===== src/verilog/ccc_pkg.sv =====
//~~~~~~~~~~~~~~~~~~~~~~~~~~~~~~~~~~~~~~~~~~~~~~~~~~~~~~~~~~
// types for the HDR-DDR CCC write engine, write direction only
// regf request width is REGF_ADDR_W, any REGF_AW override must match it
//~~~~~~~~~~~~~~~~~~~~~~~~~~~~~~~~~~~~~~~~~~~~~~~~~~~~~~~~~~
package ccc_pkg;

  typedef enum logic [4:0] {
    idle,
    pre_cmd,      // command word preamble
    cmd_word,     // RnW, code, address, parity
    ack_pre,      // first data preamble with target ack
    ccc_word,     // CCC value plus defining byte or pad
    data_pre,
    data_word,
    crc_word,
    restart_pat,
    exit_pat,
    err_drive,    // ones on SDA before the exit pattern
    finish
  } ccc_state_e;

  // serializer modes, encodings shared with the tx block
  typedef enum logic [3:0] {
    zero             = 4'd0,
    one              = 4'd1,
    special_preamble = 4'd2,  // 01
    seven_zeros      = 4'd3,
    ser_address      = 4'd5,  // 7 bits from tx_byte
    ser_byte         = 4'd6,  // 8 bits from tx_byte
    ser_first_byte   = 4'd7,  // 8 bits from the register file
    ser_sec_byte     = 4'd8,
    parity_calc      = 4'd9,
    crc_token        = 4'd10, // 4'hC
    crc_value        = 4'd11, // 5 bit checksum
    restart_pattern  = 4'd12,
    exit_pattern     = 4'd13
  } tx_mode_e;

  typedef enum logic [3:0] {
    stall_exit    = 4'hE,
    stall_restart = 4'hF
  } stall_code_e;

  typedef enum logic [3:0] {
    success = 4'h0,
    frame   = 4'h3,
    nack    = 4'h5
  } err_status_e;

  typedef enum logic [1:0] {
    sel_none,
    sel_def,
    sel_pad,
    sel_payload
  } regf_sel_e;

  typedef struct packed {
    logic [7:0] cmd;         // CCC value
    logic       immediate;   // attribute bit 0
    logic [4:0] dev_index;
    logic       toc;         // terminate on completion
    logic       dbp;         // regular descriptor carries a defining byte
    logic [2:0] dtt;         // immediate byte count, 5..7 include a defining byte
    logic [6:0] data_words;
  } ccc_desc_t;

  typedef struct packed {
    logic       tx_en;
    tx_mode_e   tx_mode;
    logic [7:0] tx_byte;          // address, CCC value or stall code
    logic       sda_pp;           // 1 push-pull, 0 open drain
    logic       rx_ack_en;
    logic       stall_en;
    logic       stall_code_valid; // tx_byte[3:0] holds a stall_code_e
  } tx_ctrl_t;

  localparam int REGF_ADDR_W = 12;

  typedef struct packed {
    logic                   rd_en;
    logic [REGF_ADDR_W-1:0] addr;
  } regf_req_t;

  localparam logic [5:0] CMD_WORD_BITS  = 6'd20;
  localparam logic [5:0] CRC_WORD_BITS  = 6'd12;
  localparam logic [5:0] ACK_BIT        = 6'd1;   // second preamble bit
  localparam logic [5:0] ERR_ONES_BITS  = 6'd38;
  localparam logic [6:0] BROADCAST_ADDR = 7'h7E;
  localparam logic [6:0] DAT_BASE_ADDR  = 7'd8;   // device index 0
  localparam logic [6:0] IMM_MAX_WORDS  = 7'd2;   // four payload bytes in an immediate

endpackage


===== src/verilog/ccc_classify.sv =====
//~~~~~~~~~~~~~~~~~~~~~~~~~~~~~~~~~~~~~~~~~~~~~~~~~~~~~~~~~~
// only the 13 ground level CCCs are known, others decode as broadcast
//~~~~~~~~~~~~~~~~~~~~~~~~~~~~~~~~~~~~~~~~~~~~~~~~~~~~~~~~~~
`timescale 1ns/10ps

module ccc_classify (
  input  ccc_pkg::ccc_desc_t i_desc,
  output logic               o_is_direct,
  output logic               o_has_def_byte,
  output logic [6:0]         o_target_addr
);
  import ccc_pkg::*;

  // direct codes have bit 7 set, broadcast table listed for clarity
  always_comb begin
    case (i_desc.cmd)
      8'h80:   o_is_direct = 1'b1;  // ENEC
      8'h81:   o_is_direct = 1'b1;  // DISEC
      8'h89:   o_is_direct = 1'b1;  // SETMWL
      8'h8A:   o_is_direct = 1'b1;  // SETMRL
      8'h8B:   o_is_direct = 1'b1;  // GETMWL
      8'h8C:   o_is_direct = 1'b1;  // GETMRL
      8'h90:   o_is_direct = 1'b1;  // GETSTATUS
      8'h9A:   o_is_direct = 1'b1;  // RSTACT
      8'h00:   o_is_direct = 1'b0;  // ENEC broadcast
      8'h01:   o_is_direct = 1'b0;  // DISEC broadcast
      8'h09:   o_is_direct = 1'b0;  // SETMWL broadcast
      8'h0A:   o_is_direct = 1'b0;  // SETMRL broadcast
      8'h2A:   o_is_direct = 1'b0;  // RSTACT broadcast
      default: o_is_direct = 1'b0;  // unknown goes out as broadcast
    endcase
  end

  // immediate carries it when dtt is 5 to 7
  always_comb begin
    if (i_desc.immediate) begin
      o_has_def_byte = (i_desc.dtt >= 3'd5);
    end else begin
      o_has_def_byte = i_desc.dbp;
    end
  end

  // DAT entries are consecutive from DAT_BASE_ADDR
  assign o_target_addr = DAT_BASE_ADDR + {2'b00, i_desc.dev_index};

endmodule


===== src/verilog/ccc_handler.sv =====
//~~~~~~~~~~~~~~~~~~~~~~~~~~~~~~~~~~~~~~~~~~~~~~~~~~~~~~~~~~
// regf data goes straight to the serializer and never passes here
//~~~~~~~~~~~~~~~~~~~~~~~~~~~~~~~~~~~~~~~~~~~~~~~~~~~~~~~~~~
`timescale 1ns/10ps

module ccc_handler #(
  parameter int REGF_AW   = ccc_pkg::REGF_ADDR_W,
  parameter int REGF_BASE = 1000
) (
  input  logic                 i_sys_clk,
  input  logic                 i_sys_rst,
  input  logic                 i_engine_en,
  input  ccc_pkg::ccc_desc_t   i_desc,
  input  logic                 i_bit_tick,
  input  logic                 i_rx_sda,
  input  logic                 i_stall_done,
  output ccc_pkg::tx_ctrl_t    o_tx,
  output ccc_pkg::regf_req_t   o_regf,
  output logic                 o_done,
  output ccc_pkg::err_status_e o_status,
  output logic                 o_odd
);
  import ccc_pkg::*;

  logic       is_direct;
  logic       has_def_byte;
  logic [6:0] target_addr;
  logic [5:0] bit_pos;
  logic       word_end;
  logic       last_word;
  logic       word_start;
  logic [5:0] word_len;
  logic       data_load;
  logic       word_done_data;
  logic       ptr_load;
  logic       ptr_step;
  regf_sel_e  sel;

  ccc_classify u_classify (
    .i_desc         (i_desc),
    .o_is_direct    (is_direct),
    .o_has_def_byte (has_def_byte),
    .o_target_addr  (target_addr)
  );

  ddr_word_counter u_word_cnt (
    .i_sys_clk        (i_sys_clk),
    .i_sys_rst        (i_sys_rst),
    .i_bit_tick       (i_bit_tick),
    .i_word_start     (word_start),
    .i_word_len       (word_len),
    .i_data_load      (data_load),
    .i_data_words     (i_desc.data_words),
    .i_word_done_data (word_done_data),
    .o_bit_pos        (bit_pos),
    .o_word_end       (word_end),
    .o_last_word      (last_word)
  );

  regf_addr_gen #(
    .REGF_AW   (REGF_AW),
    .REGF_BASE (REGF_BASE)
  ) u_regf_addr (
    .i_sys_clk      (i_sys_clk),
    .i_sys_rst      (i_sys_rst),
    .i_ptr_load     (ptr_load),
    .i_immediate    (i_desc.immediate),
    .i_has_def_byte (has_def_byte),
    .i_ptr_step     (ptr_step),
    .i_sel          (sel),
    .o_regf         (o_regf)
  );

  ccc_sequencer u_seq (
    .i_sys_clk        (i_sys_clk),
    .i_sys_rst        (i_sys_rst),
    .i_engine_en      (i_engine_en),
    .i_desc           (i_desc),
    .i_is_direct      (is_direct),
    .i_has_def_byte   (has_def_byte),
    .i_target_addr    (target_addr),
    .i_bit_pos        (bit_pos),
    .i_word_end       (word_end),
    .i_last_word      (last_word),
    .i_bit_tick       (i_bit_tick),
    .i_rx_sda         (i_rx_sda),
    .i_stall_done     (i_stall_done),
    .o_tx             (o_tx),
    .o_word_start     (word_start),
    .o_word_len       (word_len),
    .o_data_load      (data_load),
    .o_word_done_data (word_done_data),
    .o_ptr_load       (ptr_load),
    .o_ptr_step       (ptr_step),
    .o_sel            (sel),
    .o_done           (o_done),
    .o_status         (o_status),
    .o_odd            (o_odd)
  );

endmodule


===== src/verilog/ccc_sequencer.sv =====
//~~~~~~~~~~~~~~~~~~~~~~~~~~~~~~~~~~~~~~~~~~~~~~~~~~~~~~~~~~
// write CCCs only, i_desc must stay stable until o_done
//~~~~~~~~~~~~~~~~~~~~~~~~~~~~~~~~~~~~~~~~~~~~~~~~~~~~~~~~~~
`timescale 1ns/10ps

module ccc_sequencer (
  input  logic                 i_sys_clk,
  input  logic                 i_sys_rst,
  input  logic                 i_engine_en,
  input  ccc_pkg::ccc_desc_t   i_desc,
  input  logic                 i_is_direct,
  input  logic                 i_has_def_byte,
  input  logic [6:0]           i_target_addr,
  input  logic [5:0]           i_bit_pos,
  input  logic                 i_word_end,
  input  logic                 i_last_word,
  input  logic                 i_bit_tick,
  input  logic                 i_rx_sda,
  input  logic                 i_stall_done,
  output ccc_pkg::tx_ctrl_t    o_tx,
  output logic                 o_word_start,
  output logic [5:0]           o_word_len,
  output logic                 o_data_load,
  output logic                 o_word_done_data,
  output logic                 o_ptr_load,
  output logic                 o_ptr_step,
  output ccc_pkg::regf_sel_e   o_sel,
  output logic                 o_done,
  output ccc_pkg::err_status_e o_status,
  output logic                 o_odd
);
  import ccc_pkg::*;

  ccc_state_e  state;
  ccc_state_e  next_state;
  logic        first_pass;   // direct CCC still on its 0x7E header pass
  logic        pre_end;      // second preamble bit done
  logic        imm_overrun;
  logic [6:0]  hdr_addr;
  stall_code_e stall_code;

  assign pre_end     = i_bit_tick && (i_bit_pos == ACK_BIT);
  assign imm_overrun = i_desc.immediate && (i_desc.data_words > IMM_MAX_WORDS);
  assign hdr_addr    = (i_is_direct && !first_pass) ? i_target_addr : BROADCAST_ADDR;
  assign stall_code  = (state == exit_pat) ? stall_exit : stall_restart;

  always_comb begin
    next_state = state;
    case (state)
      idle:      if (i_engine_en) next_state = pre_cmd;
      pre_cmd:   if (pre_end) next_state = cmd_word;
      cmd_word:  if (i_word_end) next_state = ack_pre;
      ack_pre:   if (pre_end) next_state = i_rx_sda ? err_drive : ccc_word;  // high is NACK
      ccc_word: begin
        if (i_word_end) begin
          if (first_pass || i_last_word) next_state = crc_word;  // header pass has no data
          else if (imm_overrun) next_state = err_drive;
          else next_state = data_pre;
        end
      end
      data_pre:  if (pre_end) next_state = data_word;
      data_word: if (i_word_end) next_state = i_last_word ? crc_word : data_pre;
      crc_word: begin
        if (i_word_end) next_state = (first_pass || !i_desc.toc) ? restart_pat : exit_pat;
      end
      restart_pat: if (i_stall_done) next_state = first_pass ? pre_cmd : finish;
      exit_pat:    if (i_stall_done) next_state = finish;
      err_drive:   if (i_word_end) next_state = exit_pat;
      default:     next_state = idle;  // finish lasts one cycle
    endcase
  end

  always_ff @(posedge i_sys_clk or negedge i_sys_rst) begin
    if (!i_sys_rst) begin
      state      <= idle;
      first_pass <= 1'b0;
      o_status   <= success;
      o_odd      <= 1'b0;
    end else begin
      state <= next_state;
      if (state == idle && i_engine_en) begin
        first_pass <= i_is_direct;
        o_status   <= success;
        o_odd      <= 1'b0;
      end
      if (state == restart_pat && i_stall_done) first_pass <= 1'b0;
      if (next_state == err_drive && state != err_drive) begin
        o_status <= (state == ack_pre) ? nack : frame;
      end
      if (next_state == finish && state != finish) o_odd <= i_desc.data_words[0];
    end
  end

  // counters restart on every command word and on the error ones
  assign o_data_load      = (next_state == pre_cmd) && (state != pre_cmd);
  assign o_ptr_load       = o_data_load;
  assign o_word_start     = o_data_load || ((next_state == err_drive) && (state != err_drive));
  assign o_word_done_data = (state == data_pre) && pre_end;
  assign o_ptr_step       = (state == data_word) && i_bit_tick &&
                            (i_bit_pos == 6'd9 || i_bit_pos == 6'd17);
  assign o_done           = (state == finish);

  always_comb begin
    case (state)
      crc_word:  o_word_len = CRC_WORD_BITS;
      err_drive: o_word_len = ERR_ONES_BITS;
      default:   o_word_len = CMD_WORD_BITS;
    endcase
  end

  always_comb begin
    o_tx        = '0;
    o_tx.sda_pp = 1'b1;
    o_sel       = sel_none;
    case (state)
      pre_cmd, data_pre: begin
        o_tx.tx_en   = 1'b1;
        o_tx.tx_mode = (state == pre_cmd) ? special_preamble : one;  // 01 or 11
      end
      cmd_word: begin
        o_tx.tx_en   = 1'b1;
        o_tx.tx_byte = {1'b0, hdr_addr};     // kept for the whole word for parity
        if (i_bit_pos >= 6'd18) o_tx.tx_mode = parity_calc;
        else if (i_bit_pos >= 6'd10 && i_bit_pos <= 6'd16) o_tx.tx_mode = ser_address;
        else if (i_bit_pos >= 6'd3 && i_bit_pos <= 6'd9) o_tx.tx_mode = seven_zeros;
        // RnW at bit 2 and the adjust bit 17 stay zero
      end
      ack_pre: begin
        if (i_bit_pos == ACK_BIT) begin
          o_tx.rx_ack_en = 1'b1;             // target pulls low to ack
          o_tx.sda_pp    = 1'b0;
        end else begin
          o_tx.tx_en   = 1'b1;
          o_tx.tx_mode = one;
        end
      end
      ccc_word: begin
        o_tx.tx_en   = 1'b1;
        o_tx.tx_byte = i_desc.cmd;
        if (i_bit_pos >= 6'd18) begin
          o_tx.tx_mode = parity_calc;
        end else if (i_bit_pos >= 6'd10) begin
          o_tx.tx_mode = ser_sec_byte;       // defining byte or zero pad
          o_sel        = i_has_def_byte ? sel_def : sel_pad;
        end else begin
          o_tx.tx_mode = ser_byte;
        end
      end
      data_word: begin
        o_tx.tx_en = 1'b1;
        if (i_bit_pos >= 6'd18) begin
          o_tx.tx_mode = parity_calc;
        end else begin
          o_tx.tx_mode = (i_bit_pos >= 6'd10) ? ser_sec_byte : ser_first_byte;
          o_sel        = sel_payload;
        end
      end
      crc_word: begin
        o_tx.tx_en = 1'b1;
        if (i_bit_pos <= 6'd1) o_tx.tx_mode = special_preamble;
        else if (i_bit_pos <= 6'd5) o_tx.tx_mode = crc_token;
        else if (i_bit_pos <= 6'd10) o_tx.tx_mode = crc_value;
        else o_tx.tx_mode = one;             // trailing bit before the pattern
      end
      restart_pat, exit_pat: begin
        o_tx.tx_en            = 1'b1;
        o_tx.tx_mode          = (state == exit_pat) ? exit_pattern : restart_pattern;
        o_tx.stall_en         = 1'b1;
        o_tx.stall_code_valid = 1'b1;
        o_tx.tx_byte          = {4'h0, stall_code};
      end
      err_drive: begin
        o_tx.tx_en   = 1'b1;
        o_tx.tx_mode = one;
      end
      default: ;
    endcase
  end

  a_done_single : assert property (@(posedge i_sys_clk) disable iff (!i_sys_rst)
    o_done |=> !o_done);

  // staller only runs after a CRC word or the error ones
  a_stall_in_pattern : assert property (@(posedge i_sys_clk) disable iff (!i_sys_rst)
    o_tx.stall_en |-> (state inside {restart_pat, exit_pat}) &&
                      ($past(state) inside {crc_word, err_drive, restart_pat, exit_pat}));

endmodule


===== src/verilog/ddr_word_counter.sv =====
//~~~~~~~~~~~~~~~~~~~~~~~~~~~~~~~~~~~~~~~~~~~~~~~~~~~~~~~~~~
// i_word_len may only change on a word boundary
//~~~~~~~~~~~~~~~~~~~~~~~~~~~~~~~~~~~~~~~~~~~~~~~~~~~~~~~~~~
`timescale 1ns/10ps

module ddr_word_counter (
  input  logic       i_sys_clk,
  input  logic       i_sys_rst,
  input  logic       i_bit_tick,
  input  logic       i_word_start,
  input  logic [5:0] i_word_len,
  input  logic       i_data_load,
  input  logic [6:0] i_data_words,
  input  logic       i_word_done_data,
  output logic [5:0] o_bit_pos,
  output logic       o_word_end,
  output logic       o_last_word
);

  logic [6:0] words_left;  // data words not yet started

  // tick on the final bit of the word
  assign o_word_end  = i_bit_tick && (o_bit_pos == i_word_len - 6'd1);
  assign o_last_word = (words_left == 7'd0);

  always_ff @(posedge i_sys_clk or negedge i_sys_rst) begin
    if (!i_sys_rst) begin
      o_bit_pos <= '0;
    end else if (i_word_start || o_word_end) begin
      o_bit_pos <= '0;                  // wraps straight into the next word
    end else if (i_bit_tick) begin
      o_bit_pos <= o_bit_pos + 6'd1;
    end
  end

  always_ff @(posedge i_sys_clk or negedge i_sys_rst) begin
    if (!i_sys_rst) begin
      words_left <= '0;
    end else if (i_data_load) begin
      words_left <= i_data_words;
    end else if (i_word_done_data && !o_last_word) begin
      words_left <= words_left - 7'd1;  // counted once its preamble is out
    end
  end

  a_bit_pos_in_word : assert property (@(posedge i_sys_clk) disable iff (!i_sys_rst)
    o_bit_pos < i_word_len);

  // the sequencer never starts a data word the descriptor did not ask for
  a_no_extra_word : assert property (@(posedge i_sys_clk) disable iff (!i_sys_rst)
    i_word_done_data |-> !o_last_word);

endmodule


===== src/verilog/regf_addr_gen.sv =====
//~~~~~~~~~~~~~~~~~~~~~~~~~~~~~~~~~~~~~~~~~~~~~~~~~~~~~~~~~~
// byte wide register file, descriptor area at REGF_BASE
// pad byte of zeros must sit at REGF_BASE-1
//~~~~~~~~~~~~~~~~~~~~~~~~~~~~~~~~~~~~~~~~~~~~~~~~~~~~~~~~~~
`timescale 1ns/10ps

module regf_addr_gen #(
  parameter int REGF_AW   = ccc_pkg::REGF_ADDR_W,
  parameter int REGF_BASE = 1000
) (
  input  logic               i_sys_clk,
  input  logic               i_sys_rst,
  input  logic               i_ptr_load,
  input  logic               i_immediate,
  input  logic               i_has_def_byte,
  input  logic               i_ptr_step,
  input  ccc_pkg::regf_sel_e i_sel,
  output ccc_pkg::regf_req_t o_regf
);
  import ccc_pkg::*;

  localparam logic [REGF_AW-1:0] DEF_ADDR  = REGF_AW'(REGF_BASE + 2);
  localparam logic [REGF_AW-1:0] PAD_ADDR  = REGF_AW'(REGF_BASE - 1);
  localparam logic [REGF_AW-1:0] REG_START = REGF_AW'(REGF_BASE + 8);
  localparam logic [REGF_AW-1:0] IMM_START = REGF_AW'(REGF_BASE + 4);

  logic [REGF_AW-1:0] payload_ptr;

  always_ff @(posedge i_sys_clk or negedge i_sys_rst) begin
    if (!i_sys_rst) begin
      payload_ptr <= '0;
    end else if (i_ptr_load) begin
      if (i_immediate) begin
        // defining byte takes the first immediate slot
        payload_ptr <= IMM_START + {{(REGF_AW-1){1'b0}}, i_has_def_byte};
      end else begin
        payload_ptr <= REG_START;
      end
    end else if (i_ptr_step) begin
      payload_ptr <= payload_ptr + REGF_AW'(1);  // one per byte sent
    end
  end

  always_comb begin
    o_regf.rd_en = (i_sel != sel_none);
    case (i_sel)
      sel_def:     o_regf.addr = DEF_ADDR;
      sel_pad:     o_regf.addr = PAD_ADDR;
      sel_payload: o_regf.addr = payload_ptr;
      default:     o_regf.addr = '0;
    endcase
  end

endmodule

===== config.mk =====
export PLATFORM = sky130hd
export DESIGN_NAME = ccc_handler
export DESIGN_NICKNAME = d
export VERILOG_FILES = /design/src/verilog/ccc_pkg.sv /design/src/verilog/ccc_classify.sv /design/src/verilog/ccc_handler.sv /design/src/verilog/ccc_sequencer.sv /design/src/verilog/ddr_word_counter.sv /design/src/verilog/regf_addr_gen.sv
export SDC_FILE = /design/constraint.sdc
export NUM_CORES = 1
export LEC_CHECK = 0
export BUFFER_PORTS_ARGS = -buffer_cell sky130_fd_sc_hd__buf_2
export CORE_ASPECT_RATIO = 0.75
export CORE_MARGIN = 5
export CORE_UTILIZATION = 40
export DETAILED_ROUTE_END_ITERATION = 7
export SLEW_MARGIN = 20
export SYNTH_ARGS = -nofsm -noshare
export SYNTH_HDL_FRONTEND = slang
export SYNTH_SLANG_ARGS = --single-unit

===== constraint.sdc =====
create_clock -name i_sys_clk -period 6.29 [get_ports i_sys_clk]
set_input_delay 0 -clock i_sys_clk [delete_from_list [all_inputs] [get_ports i_sys_clk]]
set_output_delay 0 -clock i_sys_clk [all_outputs]
set_load 0.01 [all_outputs]

==> impl_metrics.toml <==
[clocking]
cts_buffer_depth = 2
cts_tree = "done"
cts_made_buffers = 5
cts-root-buf = "clkbuf_8"
numClockSinks = 35
cts_setup_buffers = 0
ctsHtreeMaxLevel = 2
cts_resized = 0
clk_latency_ps = 290
path_clk_slew_ps = 80

[floorplan]
initial_utilization_pct = 41.93
die_w_um = 108.4
coreArea_um2 = 6929
die_area_um2 = 9085
row_count = 26
io_pins = 68
die_h_um = 83.81

[detailed_routing]
wl_mm = 8.910
wl_per_cell_um = 16.44
drc_errors = 0
num_vias = 3014
via_per_inst = 5.561
firstDrtPassIters = 5
drtIter0Drc = 279
ant_nets = 0

[global_routing]
grt_pass1_wl_mm = 14.86
grtUsageMet3_pct = 3.867
busiest_layer = "met1"
overflow = 0
grt_usage_pct = 20.27
grtUsageMet2_pct = 27.65
grt_use_met1_pct = 32.40
grt_start_max_net_pins = 36
antenna_found_initial = 0
grt_pass1_vias = 2858

[critical_path]
crit_type = "flop to flop"
crit_path_start_kind = "flop"
critical_path.cell_chain = "nand2b_1 > or3_1 > nor2_1 > nor2_1 > o31ai_1 > a21o_1 > or2_1 > o221ai_1"
crit_family = "simple AND/OR/NAND/NOR gates"
cp-end-kind = "flop"
critical_path.max_fanout = 16
worstPathArrival_ps = 3710
crit_buf_inv = 0
path_common_cell = "nor2_1"
cp_data_required_time_ps = 6440
cp_slowest_stage_delay_ps = 660
critPathSlowestCell = "dfrtp_1"

[sta]
maxSlewViolCount = 0
skew_ps = 11.39
tightest_slew_ps = 861.3
setup_tns_ps = 0
fmax_ghz = 0.2806
min_period_ps = 3563
slew_headroom_pct = 42.58
period_share_pct = 56.65
final-setup-viol-count = 0
finalHoldViolCount = 0
rsz0062_at_grt = "false"

[placed_design]
gp_congestion = 0.9358
port_buffers = 66
post-dp-hpwl_mm = 6.907
placedCellCount = 530

[finish]
register_area_um2 = 875.8
final_cells = 542
nFillCells = 709
final_common_cell = "buf_2"
n_antenna_cell = 0
area_growth_pct = 17.31
nets = 482
multi_input_area_um2 = 1844
layout-drive-gt1-share_pct = 19.59
final_cell_mix = "buf_2 (66), nand2_1 (59), nor2_1 (40)"

[logic_synthesis]
synthFlopType = "dfrtp_1"
async_reset_ff_share_pct = 100.0
ys_types = 64
ys_ff_latch = 35
syn_area_per_cell_um2 = 7.527
synth_edf_count = 0
synthCells = 386
ys_seq_area_share_pct = 30.15
synth_area_um2 = 2905
yosysWarningCount = 0

[status]
outcome = "finished clean"

[run]
maxCapViolations = 0

[power_and_ir_drop]
power.leakage_uw = 0.001654
p_per_area_nw_per_um2 = 237.4
vdd_drop_max_mv = 0.09810
report.power.total_uw = 809.0

[worst_hold_path]
hold_class = "primary input to flop"
-- through the flow --
| step | setup WS [ps] | cell area, um^2 | utilization, % | hold slack [ps] |
|---|---|---|---|---|
| 5_1_grt | 2518 | 3408 | 49.19 | 13.93 |
| 6_report | 2727 | 3408 | 49.19 | 8.735 |
| 3_3_place_gp | 2847 | 3256 | 46.98 | 143.8 |
| 2_1_floorplan | 3348 | 2909 | - | -295.6 |
| 4_1_cts | 2834 | 3408 | 49.19 | 0.8935 |
| 3_5_place_dp | 2817 | 3256 | 46.98 | 155.0 |
-- worst paths after layout --
path                                                from                                     end  slack [ps]  cells past startpoint
setup / recovery                u_seq.state[2]$_DFF_PN0_    u_word_cnt.words_left[1]$_DFFE_PN0P_        2730                      8
max in group asynchronous                      i_sys_rst  u_regf_addr.payload_ptr[2]$_DFFE_PN0P_        5390                      2
hold / removal                                 i_desc[5]    u_word_cnt.words_left[5]$_DFFE_PN0P_           9                      3
setup reg to reg                u_seq.state[2]$_DFF_PN0_    u_word_cnt.words_left[1]$_DFFE_PN0P_        2730                      8
hold reg to reg            u_seq.o_status[0]$_DFFE_PN0P_           u_seq.o_status[0]$_DFFE_PN0P_         480                      2
min in group asynchronous                      i_sys_rst     u_word_cnt.o_bit_pos[5]$_DFFE_PN0P_         340                      2
-- timing repair --
action	4_1_cts	5_1_grt
endpoints found under the setup margin	0	0
hold buffers	4	0
hold endpoints to repair	38	0
-- metal layers --
layer	vias to the layer above	wire, um
met4	0	62
met3	6	761
met5	-	0
li1	1476	-
met1	1397	4500
met2	135	3586
-- logic make-up (layout without fill, tap and decap cells) --
| kind of cell | count (synthesis) | in the layout | synth area share (%) |
|---|---|---|---|
| AOI/OAI and AO/OA | 96 | 96 | 22.27 |
| xor gates and xnor gates | 19 | 19 | 5.728 |
| adders and majority gates | 7 | 7 | 3.015 |
| buffers and inverters | 43 | 100 | 6.502 |
| DFF | 35 | 35 | 30.15 |
| muxes | 5 | 5 | 1.766 |
| other | 1 | 2 | 0.1291 |
| and+or+nand+nor | 180 | 180 | 30.45 |
-- cell type report --
cell class	instances	share of cell area, %
Sequential cell	35	25.70
Inverter	22	2.423
Clock buffer	5	2.019
Clock inverter	3	1.285
Multi-Input combinational cell	309	54.11
Timing Repair Buffer	70	10.87
Tap cell	98	3.598
-- state kept, by name (all words and copies together) (netlist names) --
signal / cells
u_regf_addr.payload_ptr: 12
u_word_cnt.words_left: 7
u_word_cnt.o_bit_pos: 6
u_seq.state: 5
u_seq.o_status: 3
u_seq.first_pass: 1
u_seq.o_odd: 1
-- Yosys cell counts (7+ instances only) --
cell / n / area share [%]
and3_1: 9 / 1.9
nor2_1: 40 / 5.2
dfrtp_1: 35 / 30
o21ai_0: 27 / 4.7
nand2b_1: 8 / 1.7
clkbuf_1: 12 / 1.6
nand3_1: 13 / 2.2
inv_1: 22 / 2.8
nor3_1: 13 / 2.2
ha_1: 7 / 3.0
a21oi_1: 21 / 3.6
nand2_1: 59 / 7.6
xnor2_1: 8 / 2.4
xor2_1: 11 / 3.3
-- worst min-delay path, delay by kind of cell --
kind	cells	cell delay [ps]
AO/OA/AOI/OAI	1	100
buffers and inverters	1	100
AND/OR/NAND/NOR	1	50
-- where the power goes --
part           leakage, uW  internal [uW]  total [uW]  switching, uW
clock network    0.0000581            118         211           92.8
logic              0.00116            112         260            149
registers         0.000434            269         338           68.5
total              0.00165            499         809            310
Note: power is estimated with default switching activity, not from simulation.
